--- src/verilog/dcache_miss_defs.svh ---
`ifndef DCACHE_MISS_DEFS_SVH
`define DCACHE_MISS_DEFS_SVH

// address split
`define DM_PADDR_BITS 32
`define DM_OFFSET_BITS 2
`define DM_BLOCK_BITS 28

// line layout
`define DM_WORD_BITS 32
`define DM_WORD_BYTES (`DM_WORD_BITS / 8)
`define DM_LINE_WORDS 4

// miss queue
`define DM_ENTRIES 4
`define DM_ENTRY_BITS 2

// waiting loads
`define DM_WAITERS 8
`define DM_LQ_BITS 4

`endif

--- src/verilog/dcache_miss_pkg.sv ---
`include "dcache_miss_defs.svh"

package dcache_miss_pkg;

    // one physical address, seen whole or split into block, word and byte
    typedef union packed {
        logic [`DM_PADDR_BITS-1:0] raw;
        struct packed {
            logic [`DM_BLOCK_BITS-1:0] block;
            logic [`DM_OFFSET_BITS-1:0] word;
            logic [`DM_PADDR_BITS-`DM_BLOCK_BITS-`DM_OFFSET_BITS-1:0] byte_sel;
        } f;
    } paddr_u;

endpackage

--- src/verilog/miss_enqueue.sv ---
`timescale 1ns/1ps
`include "dcache_miss_defs.svh"

module miss_enqueue (
    input  logic clk,
    input  logic rst,
    input  logic ren,
    input  dcache_miss_pkg::paddr_u raddr,
    input  logic [`DM_LQ_BITS-1:0] lq_idx,
    input  logic wen,
    input  dcache_miss_pkg::paddr_u waddr,
    input  logic [`DM_WORD_BITS-1:0] wdata,
    input  logic [`DM_WORD_BYTES-1:0] wmask,
    input  logic [`DM_ENTRIES-1:0] entry_valid,
    input  logic [`DM_ENTRIES-1:0][`DM_BLOCK_BITS-1:0] entry_block,
    input  logic tail_free,
    input  logic waiter_full,
    input  logic rlast_now,
    output logic rfull,
    output logic wfull,
    output logic alloc_en,
    output logic [`DM_BLOCK_BITS-1:0] alloc_block,
    output logic store_en,
    output logic [`DM_ENTRY_BITS-1:0] store_idx,
    output logic [`DM_OFFSET_BITS-1:0] store_off,
    output logic [`DM_WORD_BITS-1:0] store_data,
    output logic [`DM_WORD_BYTES-1:0] store_mask,
    output logic wait_en,
    output logic [`DM_ENTRY_BITS-1:0] wait_idx,
    output logic [`DM_OFFSET_BITS-1:0] wait_off,
    output logic [`DM_LQ_BITS-1:0] wait_lq
);
    logic [`DM_ENTRIES-1:0] rhit;
    logic [`DM_ENTRIES-1:0] whit;
    logic [`DM_ENTRY_BITS-1:0] rhit_idx;
    logic [`DM_ENTRY_BITS-1:0] whit_idx;
    logic [`DM_ENTRY_BITS-1:0] alloc_ptr;
    logic rw_same;
    logic load_ok;
    logic load_alloc;
    logic store_ok;
    logic store_alloc;

    // block match against every live entry
    always_comb begin
        rhit_idx = '0;
        whit_idx = '0;
        for (int i = 0; i < `DM_ENTRIES; i++) begin
            rhit[i] = entry_valid[i] && (entry_block[i] == raddr.f.block);
            whit[i] = entry_valid[i] && (entry_block[i] == waddr.f.block);
            if (rhit[i]) begin
                rhit_idx = rhit_idx | `DM_ENTRY_BITS'(i);
            end
            if (whit[i]) begin
                whit_idx = whit_idx | `DM_ENTRY_BITS'(i);
            end
        end
    end

    assign rw_same = ren && wen && (raddr.f.block == waddr.f.block);

    // only one entry can be allocated per cycle, and the load takes it first
    assign load_ok = ren && !waiter_full && (|rhit || tail_free);
    assign load_alloc = load_ok && !(|rhit);
    assign store_ok = wen && !rlast_now &&
                      (|whit || (rw_same && load_alloc) || (tail_free && !load_alloc));
    assign store_alloc = store_ok && !(|whit) && !(rw_same && load_alloc);

    assign alloc_en = load_alloc || store_alloc;
    assign alloc_block = load_alloc ? raddr.f.block : waddr.f.block;

    assign store_en = store_ok;
    assign store_idx = |whit ? whit_idx : alloc_ptr;
    assign store_off = waddr.f.word;
    assign store_data = wdata;
    assign store_mask = wmask;

    assign wait_en = load_ok;
    assign wait_idx = |rhit ? rhit_idx : alloc_ptr;
    assign wait_off = raddr.f.word;
    assign wait_lq = lq_idx;

    // alloc_ptr follows the queue tail
    always_ff @(posedge clk or posedge rst) begin
        if (rst) begin
            rfull <= 1'b0;
            wfull <= 1'b0;
            alloc_ptr <= '0;
        end else begin
            rfull <= ren && !load_ok;
            wfull <= wen && !store_ok;
            if (alloc_en) begin
                alloc_ptr <= alloc_ptr + 1'b1;
            end
        end
    end

    // the slot taken must be the free one at the queue tail
    a_alloc_room: assert property (@(posedge clk) disable iff (rst)
        alloc_en |-> tail_free && !entry_valid[alloc_ptr]);

endmodule

--- src/verilog/miss_queue.sv ---
`timescale 1ns/1ps
`include "dcache_miss_defs.svh"

module miss_queue (
    input  logic clk,
    input  logic rst,
    input  logic alloc_en,
    input  logic [`DM_BLOCK_BITS-1:0] alloc_block,
    input  logic store_en,
    input  logic [`DM_ENTRY_BITS-1:0] store_idx,
    input  logic [`DM_OFFSET_BITS-1:0] store_off,
    input  logic [`DM_WORD_BITS-1:0] store_data,
    input  logic [`DM_WORD_BYTES-1:0] store_mask,
    input  logic fetch_done,
    input  logic [`DM_LINE_WORDS-1:0][`DM_WORD_BITS-1:0] fetch_line,
    input  logic refill_ready,
    input  logic wake_busy,
    output logic [`DM_ENTRIES-1:0] entry_valid,
    output logic [`DM_ENTRIES-1:0][`DM_BLOCK_BITS-1:0] entry_block,
    output logic tail_free,
    output logic head_valid,
    output logic [`DM_BLOCK_BITS-1:0] head_block,
    output logic [`DM_LINE_WORDS-1:0][`DM_WORD_BITS-1:0] head_data,
    output logic [`DM_LINE_WORDS-1:0][`DM_WORD_BYTES-1:0] head_mask,
    output logic refill_en,
    output logic [`DM_PADDR_BITS-1:0] refill_addr,
    output logic [`DM_LINE_WORDS-1:0][`DM_WORD_BITS-1:0] refill_data,
    output logic refill_dirty,
    output logic refill_done,
    output logic [`DM_ENTRY_BITS-1:0] refill_idx
);
    import dcache_miss_pkg::*;

    logic [`DM_ENTRIES-1:0] valid;
    logic [`DM_ENTRIES-1:0] fetched;
    logic [`DM_ENTRY_BITS-1:0] head;
    logic [`DM_ENTRY_BITS-1:0] tail;
    logic [`DM_ENTRY_BITS:0] count;
    logic [`DM_ENTRIES-1:0][`DM_BLOCK_BITS-1:0] blk_q;
    logic [`DM_ENTRIES-1:0][`DM_LINE_WORDS-1:0][`DM_WORD_BITS-1:0] data_q;
    logic [`DM_ENTRIES-1:0][`DM_LINE_WORDS-1:0][`DM_WORD_BITS-1:0] data_nxt;
    logic [`DM_ENTRIES-1:0][`DM_LINE_WORDS-1:0][`DM_WORD_BYTES-1:0] mask_q;
    logic [`DM_ENTRIES-1:0][`DM_LINE_WORDS-1:0][`DM_WORD_BYTES-1:0] mask_nxt;
    logic refill_fire;
    paddr_u refill_pa;

    assign refill_fire = refill_en && refill_ready;
    assign tail_free = count != (`DM_ENTRY_BITS+1)'(`DM_ENTRIES);

    // head entry leaving this cycle takes no more hits
    always_comb begin
        entry_valid = valid;
        if (refill_fire) begin
            entry_valid[head] = 1'b0;
        end
    end

    assign entry_block = blk_q;
    // head still waiting for its line
    assign head_valid = valid[head] && !fetched[head];
    assign head_block = blk_q[head];
    assign head_data = data_q[head];
    assign head_mask = mask_q[head];

    always_comb begin
        refill_pa.raw = '0;
        refill_pa.f.block = blk_q[head];
    end

    assign refill_en = valid[head] && fetched[head] && !wake_busy;
    assign refill_addr = refill_pa.raw;
    assign refill_data = data_q[head];
    assign refill_dirty = |mask_q[head];
    assign refill_done = refill_fire;
    assign refill_idx = head;

    // fetched line first, then this cycle's store on top
    always_comb begin
        for (int i = 0; i < `DM_ENTRIES; i++) begin
            data_nxt[i] = (fetch_done && head == `DM_ENTRY_BITS'(i)) ? fetch_line : data_q[i];
            mask_nxt[i] = (alloc_en && tail == `DM_ENTRY_BITS'(i)) ? '0 : mask_q[i];
            if (store_en && store_idx == `DM_ENTRY_BITS'(i)) begin
                for (int b = 0; b < `DM_WORD_BYTES; b++) begin
                    if (store_mask[b]) begin
                        data_nxt[i][store_off][8*b +: 8] = store_data[8*b +: 8];
                    end
                end
                mask_nxt[i][store_off] = mask_nxt[i][store_off] | store_mask;
            end
        end
    end

    always_ff @(posedge clk or posedge rst) begin
        if (rst) begin
            valid <= '0;
            fetched <= '0;
            head <= '0;
            tail <= '0;
            count <= '0;
        end else begin
            if (alloc_en) begin
                valid[tail] <= 1'b1;
                fetched[tail] <= 1'b0;
                tail <= tail + 1'b1;
            end
            if (fetch_done) begin
                fetched[head] <= 1'b1;
            end
            if (refill_fire) begin
                valid[head] <= 1'b0;
                head <= head + 1'b1;
            end
            count <= count + {{`DM_ENTRY_BITS{1'b0}}, alloc_en}
                           - {{`DM_ENTRY_BITS{1'b0}}, refill_fire};
        end
    end

    always_ff @(posedge clk) begin
        data_q <= data_nxt;
        mask_q <= mask_nxt;
        if (alloc_en) begin
            blk_q[tail] <= alloc_block;
        end
    end

    a_refill_fetched: assert property (@(posedge clk) disable iff (rst)
        refill_fire |-> fetched[head] && !fetch_done);

    // wake_busy can only rise after a handshake, so a stalled offer stays up
    a_refill_hold: assert property (@(posedge clk) disable iff (rst)
        refill_en && !refill_ready |=> refill_en);

endmodule

--- src/verilog/line_fetch.sv ---
`timescale 1ns/1ps
`include "dcache_miss_defs.svh"

module line_fetch (
    input  logic clk,
    input  logic rst,
    input  logic head_valid,
    input  logic [`DM_BLOCK_BITS-1:0] head_block,
    input  logic [`DM_LINE_WORDS-1:0][`DM_WORD_BITS-1:0] head_data,
    input  logic [`DM_LINE_WORDS-1:0][`DM_WORD_BYTES-1:0] head_mask,
    input  logic mem_ack,
    input  logic mem_rvalid,
    input  logic [`DM_WORD_BITS-1:0] mem_rdata,
    input  logic mem_rlast,
    output logic mem_req,
    output logic [`DM_PADDR_BITS-1:0] mem_addr,
    output logic rlast_now,
    output logic fetch_done,
    output logic [`DM_LINE_WORDS-1:0][`DM_WORD_BITS-1:0] fetch_line
);
    localparam logic [1:0] st_idle = 2'd0;
    localparam logic [1:0] st_req = 2'd1;
    localparam logic [1:0] st_beats = 2'd2;
    localparam logic [1:0] st_done = 2'd3;
    localparam logic [`DM_OFFSET_BITS-1:0] last_beat = `DM_OFFSET_BITS'(`DM_LINE_WORDS - 1);

    logic [1:0] state;
    logic [`DM_OFFSET_BITS-1:0] beat_cnt;
    logic [`DM_LINE_WORDS-1:0][`DM_WORD_BITS-1:0] beat_buf;
    logic [`DM_LINE_WORDS-1:0][`DM_WORD_BITS-1:0] merged;

    assign mem_req = state == st_req;
    assign mem_addr = {head_block, {(`DM_PADDR_BITS - `DM_BLOCK_BITS){1'b0}}};
    assign rlast_now = mem_rvalid && mem_rlast;
    assign fetch_done = state == st_done;

    // current beat comes straight from the bus, stored bytes win
    always_comb begin
        for (int w = 0; w < `DM_LINE_WORDS; w++) begin
            merged[w] = (beat_cnt == `DM_OFFSET_BITS'(w)) ? mem_rdata : beat_buf[w];
            for (int b = 0; b < `DM_WORD_BYTES; b++) begin
                if (head_mask[w][b]) begin
                    merged[w][8*b +: 8] = head_data[w][8*b +: 8];
                end
            end
        end
    end

    always_ff @(posedge clk or posedge rst) begin
        if (rst) begin
            state <= st_idle;
            beat_cnt <= '0;
        end else begin
            case (state)
                st_idle: begin
                    if (head_valid) begin
                        state <= st_req;
                    end
                end
                st_req: begin
                    beat_cnt <= '0;
                    if (mem_ack) begin
                        state <= st_beats;
                    end
                end
                st_beats: begin
                    if (mem_rvalid) begin
                        beat_cnt <= beat_cnt + 1'b1;
                        if (mem_rlast) begin
                            state <= st_done;
                        end
                    end
                end
                default: state <= st_idle;
            endcase
        end
    end

    always_ff @(posedge clk) begin
        if (state == st_beats && mem_rvalid) begin
            beat_buf[beat_cnt] <= mem_rdata;
        end
        if (rlast_now) begin
            fetch_line <= merged;
        end
    end

    a_beat_in_burst: assert property (@(posedge clk) disable iff (rst)
        mem_rvalid |-> state == st_beats);

    a_last_beat: assert property (@(posedge clk) disable iff (rst)
        mem_rvalid |-> mem_rlast == (beat_cnt == last_beat));

endmodule

--- src/verilog/load_wakeup.sv ---
`timescale 1ns/1ps
`include "dcache_miss_defs.svh"

module load_wakeup (
    input  logic clk,
    input  logic rst,
    input  logic wait_en,
    input  logic [`DM_ENTRY_BITS-1:0] wait_idx,
    input  logic [`DM_OFFSET_BITS-1:0] wait_off,
    input  logic [`DM_LQ_BITS-1:0] wait_lq,
    input  logic refill_done,
    input  logic [`DM_ENTRY_BITS-1:0] refill_idx,
    input  logic [`DM_LINE_WORDS-1:0][`DM_WORD_BITS-1:0] refill_data,
    output logic waiter_full,
    output logic wake_busy,
    output logic lq_en,
    output logic [`DM_WORD_BITS-1:0] lq_data,
    output logic [`DM_LQ_BITS-1:0] lq_idx_o
);
    localparam int slot_bits = $clog2(`DM_WAITERS);

    logic [`DM_WAITERS-1:0] w_valid;
    logic [`DM_WAITERS-1:0] w_ready;
    logic [`DM_WAITERS-1:0][`DM_ENTRY_BITS-1:0] w_idx;
    logic [`DM_WAITERS-1:0][`DM_OFFSET_BITS-1:0] w_off;
    logic [`DM_WAITERS-1:0][`DM_LQ_BITS-1:0] w_lq;
    logic [`DM_LINE_WORDS-1:0][`DM_WORD_BITS-1:0] line_buf;
    logic [slot_bits-1:0] free_slot;
    logic [slot_bits-1:0] sel_slot;
    logic any_ready;

    // lowest free slot and lowest slot ready to return
    always_comb begin
        free_slot = '0;
        sel_slot = '0;
        for (int i = `DM_WAITERS - 1; i >= 0; i--) begin
            if (!w_valid[i]) begin
                free_slot = slot_bits'(i);
            end
            if (w_ready[i]) begin
                sel_slot = slot_bits'(i);
            end
        end
    end

    assign any_ready = |w_ready;
    assign waiter_full = &w_valid;
    assign wake_busy = any_ready;

    always_ff @(posedge clk or posedge rst) begin
        if (rst) begin
            w_valid <= '0;
            w_ready <= '0;
            lq_en <= 1'b0;
        end else begin
            if (wait_en) begin
                w_valid[free_slot] <= 1'b1;
                w_ready[free_slot] <= 1'b0;
            end
            // mark everyone waiting on the refilled entry
            if (refill_done) begin
                for (int i = 0; i < `DM_WAITERS; i++) begin
                    if (w_valid[i] && w_idx[i] == refill_idx) begin
                        w_ready[i] <= 1'b1;
                    end
                end
            end
            if (any_ready) begin
                w_valid[sel_slot] <= 1'b0;
                w_ready[sel_slot] <= 1'b0;
            end
            lq_en <= any_ready;
        end
    end

    always_ff @(posedge clk) begin
        if (wait_en) begin
            w_idx[free_slot] <= wait_idx;
            w_off[free_slot] <= wait_off;
            w_lq[free_slot] <= wait_lq;
        end
        if (refill_done) begin
            line_buf <= refill_data;
        end
        if (any_ready) begin
            lq_data <= line_buf[w_off[sel_slot]];
            lq_idx_o <= w_lq[sel_slot];
        end
    end

    // the queue must not refill while the line buffer is still in use
    a_no_refill_busy: assert property (@(posedge clk) disable iff (rst)
        refill_done |-> !wake_busy);

endmodule

--- src/verilog/dcache_miss_unit.sv ---
`timescale 1ns/1ps
`include "dcache_miss_defs.svh"

module dcache_miss_unit (
    input  logic clk,
    input  logic rst,
    input  logic ren,
    input  dcache_miss_pkg::paddr_u raddr,
    input  logic [`DM_LQ_BITS-1:0] lq_idx,
    input  logic wen,
    input  dcache_miss_pkg::paddr_u waddr,
    input  logic [`DM_WORD_BITS-1:0] wdata,
    input  logic [`DM_WORD_BYTES-1:0] wmask,
    input  logic mem_ack,
    input  logic mem_rvalid,
    input  logic [`DM_WORD_BITS-1:0] mem_rdata,
    input  logic mem_rlast,
    input  logic refill_ready,
    output logic rfull,
    output logic wfull,
    output logic mem_req,
    output logic [`DM_PADDR_BITS-1:0] mem_addr,
    output logic refill_en,
    output logic [`DM_PADDR_BITS-1:0] refill_addr,
    output logic [`DM_LINE_WORDS-1:0][`DM_WORD_BITS-1:0] refill_data,
    output logic refill_dirty,
    output logic lq_en,
    output logic [`DM_WORD_BITS-1:0] lq_data,
    output logic [`DM_LQ_BITS-1:0] lq_idx_o
);
    // enqueue to queue
    logic [`DM_ENTRIES-1:0] entry_valid;
    logic [`DM_ENTRIES-1:0][`DM_BLOCK_BITS-1:0] entry_block;
    logic tail_free;
    logic alloc_en;
    logic [`DM_BLOCK_BITS-1:0] alloc_block;
    logic store_en;
    logic [`DM_ENTRY_BITS-1:0] store_idx;
    logic [`DM_OFFSET_BITS-1:0] store_off;
    logic [`DM_WORD_BITS-1:0] store_data;
    logic [`DM_WORD_BYTES-1:0] store_mask;

    // enqueue to wakeup
    logic waiter_full;
    logic wait_en;
    logic [`DM_ENTRY_BITS-1:0] wait_idx;
    logic [`DM_OFFSET_BITS-1:0] wait_off;
    logic [`DM_LQ_BITS-1:0] wait_lq;

    // queue and fetch
    logic rlast_now;
    logic head_valid;
    logic [`DM_BLOCK_BITS-1:0] head_block;
    logic [`DM_LINE_WORDS-1:0][`DM_WORD_BITS-1:0] head_data;
    logic [`DM_LINE_WORDS-1:0][`DM_WORD_BYTES-1:0] head_mask;
    logic fetch_done;
    logic [`DM_LINE_WORDS-1:0][`DM_WORD_BITS-1:0] fetch_line;

    // refill to wakeup
    logic refill_done;
    logic [`DM_ENTRY_BITS-1:0] refill_idx;
    logic wake_busy;

    miss_enqueue enqueue_i (.*);
    miss_queue queue_i (.*);
    line_fetch fetch_i (.*);
    load_wakeup wakeup_i (.*);

endmodule

--- config.mk ---
export PLATFORM = sky130hd
export DESIGN_NAME = dcache_miss_unit
export DESIGN_NICKNAME = d
export VERILOG_FILES = /design/src/verilog/dcache_miss_pkg.sv /design/src/verilog/miss_enqueue.sv /design/src/verilog/miss_queue.sv /design/src/verilog/line_fetch.sv /design/src/verilog/load_wakeup.sv /design/src/verilog/dcache_miss_unit.sv
export VERILOG_INCLUDE_DIRS = /design/src /design/src/verilog
export SDC_FILE = /design/constraint.sdc
export NUM_CORES = 2
export LEC_CHECK = 0
export BUFFER_PORTS_ARGS = -buffer_cell sky130_fd_sc_hd__buf_4
export CORE_AREA = 4 4 378 287
export CTS_CLUSTER_DIAMETER = 120
export DETAILED_ROUTE_END_ITERATION = 7
export DIE_AREA = 0 0 382 291
export PLACE_DENSITY = 0.75
export RECOVER_POWER = 100
export SYNTH_ARGS = -nofsm -noshare
export SYNTH_HDL_FRONTEND = slang
export SYNTH_SLANG_ARGS = --single-unit
--- constraint.sdc ---
create_clock -name clk -period 12.5 [get_ports clk]
set_input_delay 2.5 -clock clk [delete_from_list [all_inputs] [get_ports clk]]
set_output_delay 2.5 -clock clk [all_outputs]
set_load 0.02 [all_outputs]
Word level (Yosys, flattened, before mapping)
Cells that the tools add are included.

word-level totals
  register bits after elaboration = 1212
  input port bits = 144
  output and inout bits = 234
  logic and storage cells = 429

cells by class
  $add $sub $neg = 6
  order comparisons = 13
  equal/unequal tests = 37
  mux-type cells = 189
  bitwise gates (word level) = 17
  reduce and logical (&&, ||, !) cells = 80

operator list
  cell               number
  $mux 128           37
  $bwmux 128         17
  $demux 32 s2       5
  $bmux 128 s2       1
  $eq 28x28->1       9
  $mux 32            7
  $mux 8             22
  $mux 16            10
  $bwmux 112         1
  $bwmux 16          6
  $mux 28            3
  $bmux 32 s2        1
  $bmux 28 s2        1
  $demux 28 s2       1
  $logic_and 1x1->1  53
  $mux 3             16
  $mux 4             12
  $bmux 16 s2        1
  $bmux 4 s2         4
  $bwmux 32          1
  $mux 2             13
  $and 8x8->8        3
  $mux 24            1
  $or 4x4->4         6
  other kinds (38)   111

Longest topological paths before layout
  depth after elaboration = 27
  gate-level depth with buffers = 17
  mapped depth without buffers = 11

By module
Synthesis repeated with hierarchy kept, for this count alone.

unflattened totals
  cells, all modules = 4509
  area, all modules = 59827.4 um^2

by module, submodules not included
  module        times used  cells an instance  area each (um^2)  seq. area each (um^2)
  miss_queue    1           2571               34734.6           15269.6
  line_fetch    1           743                10859.2           7787.5
  load_wakeup   1           677                10153.5           7272.0
  miss_enqueue  1           518                4080.2            100.1

Worst setup path after synthesis
No wires, ideal clock.

  path type = reg-to-reg
  start point = register wakeup_i.w_ready[5]
  end point = register queue_i.count[1]
  library setup time = 0.136 ns
  arrival time = 7.751 ns
  required time = 12.364 ns
  setup slack = 4.613 ns
  cell stages (with the launch flop) = 10
  buffers on the path = 1
  clock period less this slack = 7.887 ns
  cells stage by stage = dfrtp_1 nor4_1 nand3_1 nor2_1 and2_1 clkbuf_1 ha_1 inv_1 ha_1 fa_1

between the ends
  longest elaborated chain between the ends = 19
  elaborated cells on any way between the ends = 32
  those cells by class = 2 x add/sub; 1 x mux; 29 x reduce/logical

RTL lines
  item                                                          RTL line                                text
  start: declaration                                            load_wakeup.sv:23                       logic [`DM_WAITERS-1:0] w_ready;
  start signal: assignment                                      load_wakeup.sv:53                       w_ready <= '0;
  start signal: indexed assignment                              load_wakeup.sv:58                       w_ready[free_slot] <= 1'b0;
  start signal: indexed assignment                              load_wakeup.sv:64                       w_ready[i] <= 1'b1;
  $reduce_or 8->1 (*)                                           load_wakeup.sv:46                       assign any_ready = |w_ready;
  via queue_i.wake_busy                                         miss_queue.sv:17                        input logic wake_busy,
  $logic_not 1->1 (*)                                           miss_queue.sv:70                        assign refill_en = valid[head] && fetched[head] && !wake_busy;
  $logic_and 1x1->1 (*)                                         miss_queue.sv:70
  via refill_en                                                 dcache_miss_unit.sv:23                  output logic refill_en,
  $logic_and 1x1->1 (*)                                         miss_queue.sv:47                        assign refill_fire = refill_en && refill_ready;
  $mux 4                                                        miss_queue.sv:53                        if (refill_fire) begin
  $logic_and 1x1->1                                             miss_enqueue.sv:49                      rhit[i] = entry_valid[i] && (entry_block[i] == raddr.f.block);
  [... 4 more ...]                                              -
  $logic_and 1x1->1 / $logic_not 1->1 (equally long branches)   miss_enqueue.sv:66, miss_enqueue.sv:67
  $logic_or 1x1->1 / $logic_and 1x1->1 (equally long branches)  miss_enqueue.sv:66                      (|whit || (rw_same && load_alloc) || (tail_free && !load_alloc));
  $logic_or 1x1->1                                              miss_enqueue.sv:66
  $logic_and 1x1->1                                             miss_enqueue.sv:65                      assign store_ok = wen && !rlast_now &&
  $logic_and 1x1->1 (2 in series)                               miss_enqueue.sv:67                      assign store_alloc = store_ok && !(|whit) && !(rw_same && load_alloc);
  $logic_or 1x1->1                                              miss_enqueue.sv:69                      assign alloc_en = load_alloc || store_alloc;
  $add 3x1->3                                                   miss_queue.sv:113                       count <= count + {{`DM_ENTRY_BITS{1'b0}}, alloc_en}
  $sub 3x1->3 (*)                                               miss_queue.sv:113
  end signal: assignment                                        miss_queue.sv:113
  end: declaration                                              miss_queue.sv:38                        logic [`DM_ENTRY_BITS:0] count;

The timed path passes the listed nets; every way through them passes the cells marked *.
A chain may end at the register's enable or synchronous reset.

==> results.cfg <==
[synthesis]
synth_ff_type = edfxtp_1
syn-cell-area_um2 = 57110
async_flop_share_pct = 3.300
synth_compound_area_share_pct = 4.071
synth_seq_cells = 1212
synthXorXnorAreaFrac_pct = 4.187
synthMuxAreaShare_pct = 29.35
synth_top_family_by_area = multiplexers
yosysSeqAreaShare_pct = 53.28
yosys.area_share.simple_pct = 5.806
netlist_instances = 4289
yosysUniqueCellTypes = 61
synth_top_area_share_pct = 31.34
synth_enable_flop_cells = 596
synth_area_leader_cell = edfxtp_1
yosys_warnings = 0
synth.most_common_cell = mux2_2
synth_common_cells = mux2_2, edfxtp_1, dfxtp_1
synth_adder_area_share_pct = 0.4294
ys_top_cells_by_area = edfxtp_1, dfxtp_1, mux2_2
synth.avg_cell_area_um2 = 13.32

[route]
avgViaCountPerCell = 6.422
ant_nets = 0
vias = 38520
drt_iter0_drc = 4201
routedWlPerCell_um = 28.39
drt_pre_antenna_iters = 8
drc = 0
wl_um = 170300

[timing]
max_freq_ghz = 0.1119
worst_slew_pin_slew_ns = 3.418
layout_setup_ws_ns = 3.561
rsz0062_at_grt = no
setup_viol = 0
hold_violations = 0
finalCritPeriodShare_pct = 71.51
finalSetupTns_ns = 0
max_slew_margin_pct = -127.9
slew_violations = 760
post-route-min-period_ns = 8.939
clock_skew_ns = 0.03800

[power]
combPwrFrac_pct = 43.6
power.internal_mw = 11.27
p_leak_nw = 23.68
p_sw_mw = 7.002
power_frac_clock_pct = 19.7
ir_drop_mv = 0.2132
power_frac_seq_pct = 36.8
swShare_pct = 38.32
p_per_area_nw_per_um2 = 288.3

[placed_design]
place_ws_ns = 5.605
place_congestion = 1.014
hpwl_um = 107000
place_area_um2 = 60720
port_buffers = 365

[global_route]
grt-ovfl-total = 0
grt_start_max_net_pins = 84
grt_antenna_before_repair = 6
grt_pass1_wl_um = 248000
grt_pass1_vias = 37500
grt_usage_pct = 29.65

[cts]
cts.sinks = 1212
cts_setup_buffers = 0
tritoncts = done
holdBufCountCts = 0
cts-root-buf = clkbuf_16
cts_buffers = 118
clk_latency_ns = 0.73
clkTransAtPathRegs_ns = 0.06
cts_buffer_depth = 3
cts-htree-levels = 3
cts_resized = 0

[cells_and_area]
final_core_util_pct = 60.58
syn_to_final_growth_pct = 10.99
nFillCells = 8456
fin_area_um2 = 63390
layout-drive-gt1-share_pct = 27.76
nets = 4633

[critical_path]
worstSetupStartpointType = register
reg2regPathDepth = 11
arrival_ns = 9.54
end_kind = register
critPathKind = reg2reg
cp_data_required_time_ns = 13.10
worstPathMaxFanout = 83

[floorplan]
core-area_um2 = 104600
io_pins = 378
die_w_um = 382
start_util_pct = 54.58
fp.dieH_um = 291
fp-row-count = 103
die_area_um2 = 111200

[run]
maxCapViolCount = 24

[worst_hold_path]
hold_path.class = reg2reg
hold_depth = 2

[status]
status = complete, but fails checks
failed_checks = max-capacitance violations, max-slew violations
==> cell families after synthesis <==
logic type | after synthesis
AO/OA/AOI/OAI | 399
XOR/XNOR | 273
adder cells (fa/ha/maj) | 19
buffers and inverters | 396
flip-flops | 1212
multiplexers | 1344
other | 1
AND/OR/NAND/NOR | 645
==> metrics by stage <==
| step | power (mW) | hold slack (ns) | std cells |
|---|---|---|---|
| after floorplan | 12.17 | 0.4103 | 4296 |
| after global placement | 14.90 | 0.4237 | 5767 |
| after detailed placement | 15.13 | 0.4291 | 5767 |
| after CTS | 18.73 | 0.4376 | 5992 |
| after global routing | 19.09 | 0.4663 | 5996 |
| final | 18.27 | 0.4424 | 5998 |
==> state kept, by name (all words and copies together) (netlist names), 16 cells and up <==
| register | flops |
|---|---|
| wakeup_i.w_off | 16 |
| fetch_i.fetch_line | 128 |
| queue_i.mask_q | 64 |
| wakeup_i.line_buf | 128 |
| fetch_i.beat_buf | 128 |
| wakeup_i.w_lq | 32 |
| queue_i.entry_block | 112 |
| wakeup_i.w_idx | 16 |
| queue_i.data_q | 512 |
| wakeup_i.lq_data | 32 |
==> critical path, cell delays in order (launching register included) <==
cell and delay, ns:
dfrtp_1 1.89, buf_12 0.65, mux4_2 0.47, nand4_1 0.29, o21ai_0 0.50, nor3_1 0.15
clkbuf_1 0.27, or4_1 0.45, o22ai_1 0.59, and2_0 2.28, a21oi_1 0.69, a221o_1 0.55
==> power groups by stage <==
stage                     clock (mW)  combinational, mW  sequential, mW
after floorplan                    0               5.61            6.56
after CTS                       3.63               8.44            6.66
after detailed placement           0               8.40            6.73
after global placement             0               8.23            6.67
final                           3.59               7.96            6.72
after global routing            3.79               8.45            6.85
==> final timing paths <==
kind	from	endpoint	slack, ns
max reg2reg	queue_i.refill_idx[0]$_DFFE_PP0N_	queue_i.mask_q[32]$_DFF_P_	3.56
min in group asynchronous	rst	enqueue_i.rfull$_DFF_PP0_	2.65
min reg2reg	queue_i.mask_q[55]$_DFF_P_	queue_i.mask_q[55]$_DFF_P_	0.44
min	queue_i.mask_q[55]$_DFF_P_	queue_i.mask_q[55]$_DFF_P_	0.44
max in group asynchronous	rst	queue_i.refill_idx[1]$_DFFE_PP0N_	8.15
max	queue_i.refill_idx[0]$_DFFE_PP0N_	queue_i.mask_q[32]$_DFF_P_	3.56
==> layer usage <==
metal  wire length [um]  vias up  global-route usage [%]
met4               6976        0                   11.47
li1                   -    16560                       -
met1              72970    19590                   42.97
met3              15400      389                   6.213
met5                  0        -                       0
met2              74970     1976                   43.88
==> cells in the final DEF (no fill, tap or decap), drive strengths merged, types with 15 or more instances in the layout <==
cell type  instances
nor4              69
o2bb2ai           15
xnor2             31
edfxtp           596
dfrtp             40
inv               32
nand2            274
a221o             16
mux2             787
xor2             242
a21oi             34
buf              125
mux4             186
clkinv            50
o21ai            283
nand3             39
clkbuf           461
nand4            160
nor2              30
mux2i            371
ha                18
dfxtp            576
and3              23
==> final cells by class <==
| cell class | count | area (um^2) | area share [%] |
|---|---|---|---|
| Sequential cell | 1212 | 30430 | 48.01 |
| Clock buffer | 165 | 3422 | 5.398 |
| Multi-Input combinational cell | 2688 | 25100 | 39.59 |
| Inverter | 29 | 110.1 | 0.1737 |
| Timing Repair Buffer | 421 | 2066 | 3.259 |
| Antenna cell | 6 | 15.01 | 0.02369 |
| Clock inverter | 60 | 474.2 | 0.7481 |
| Tap cell | 1417 | 1773 | 2.797 |
No activity file was read; power rests on OpenSTA's default activity.
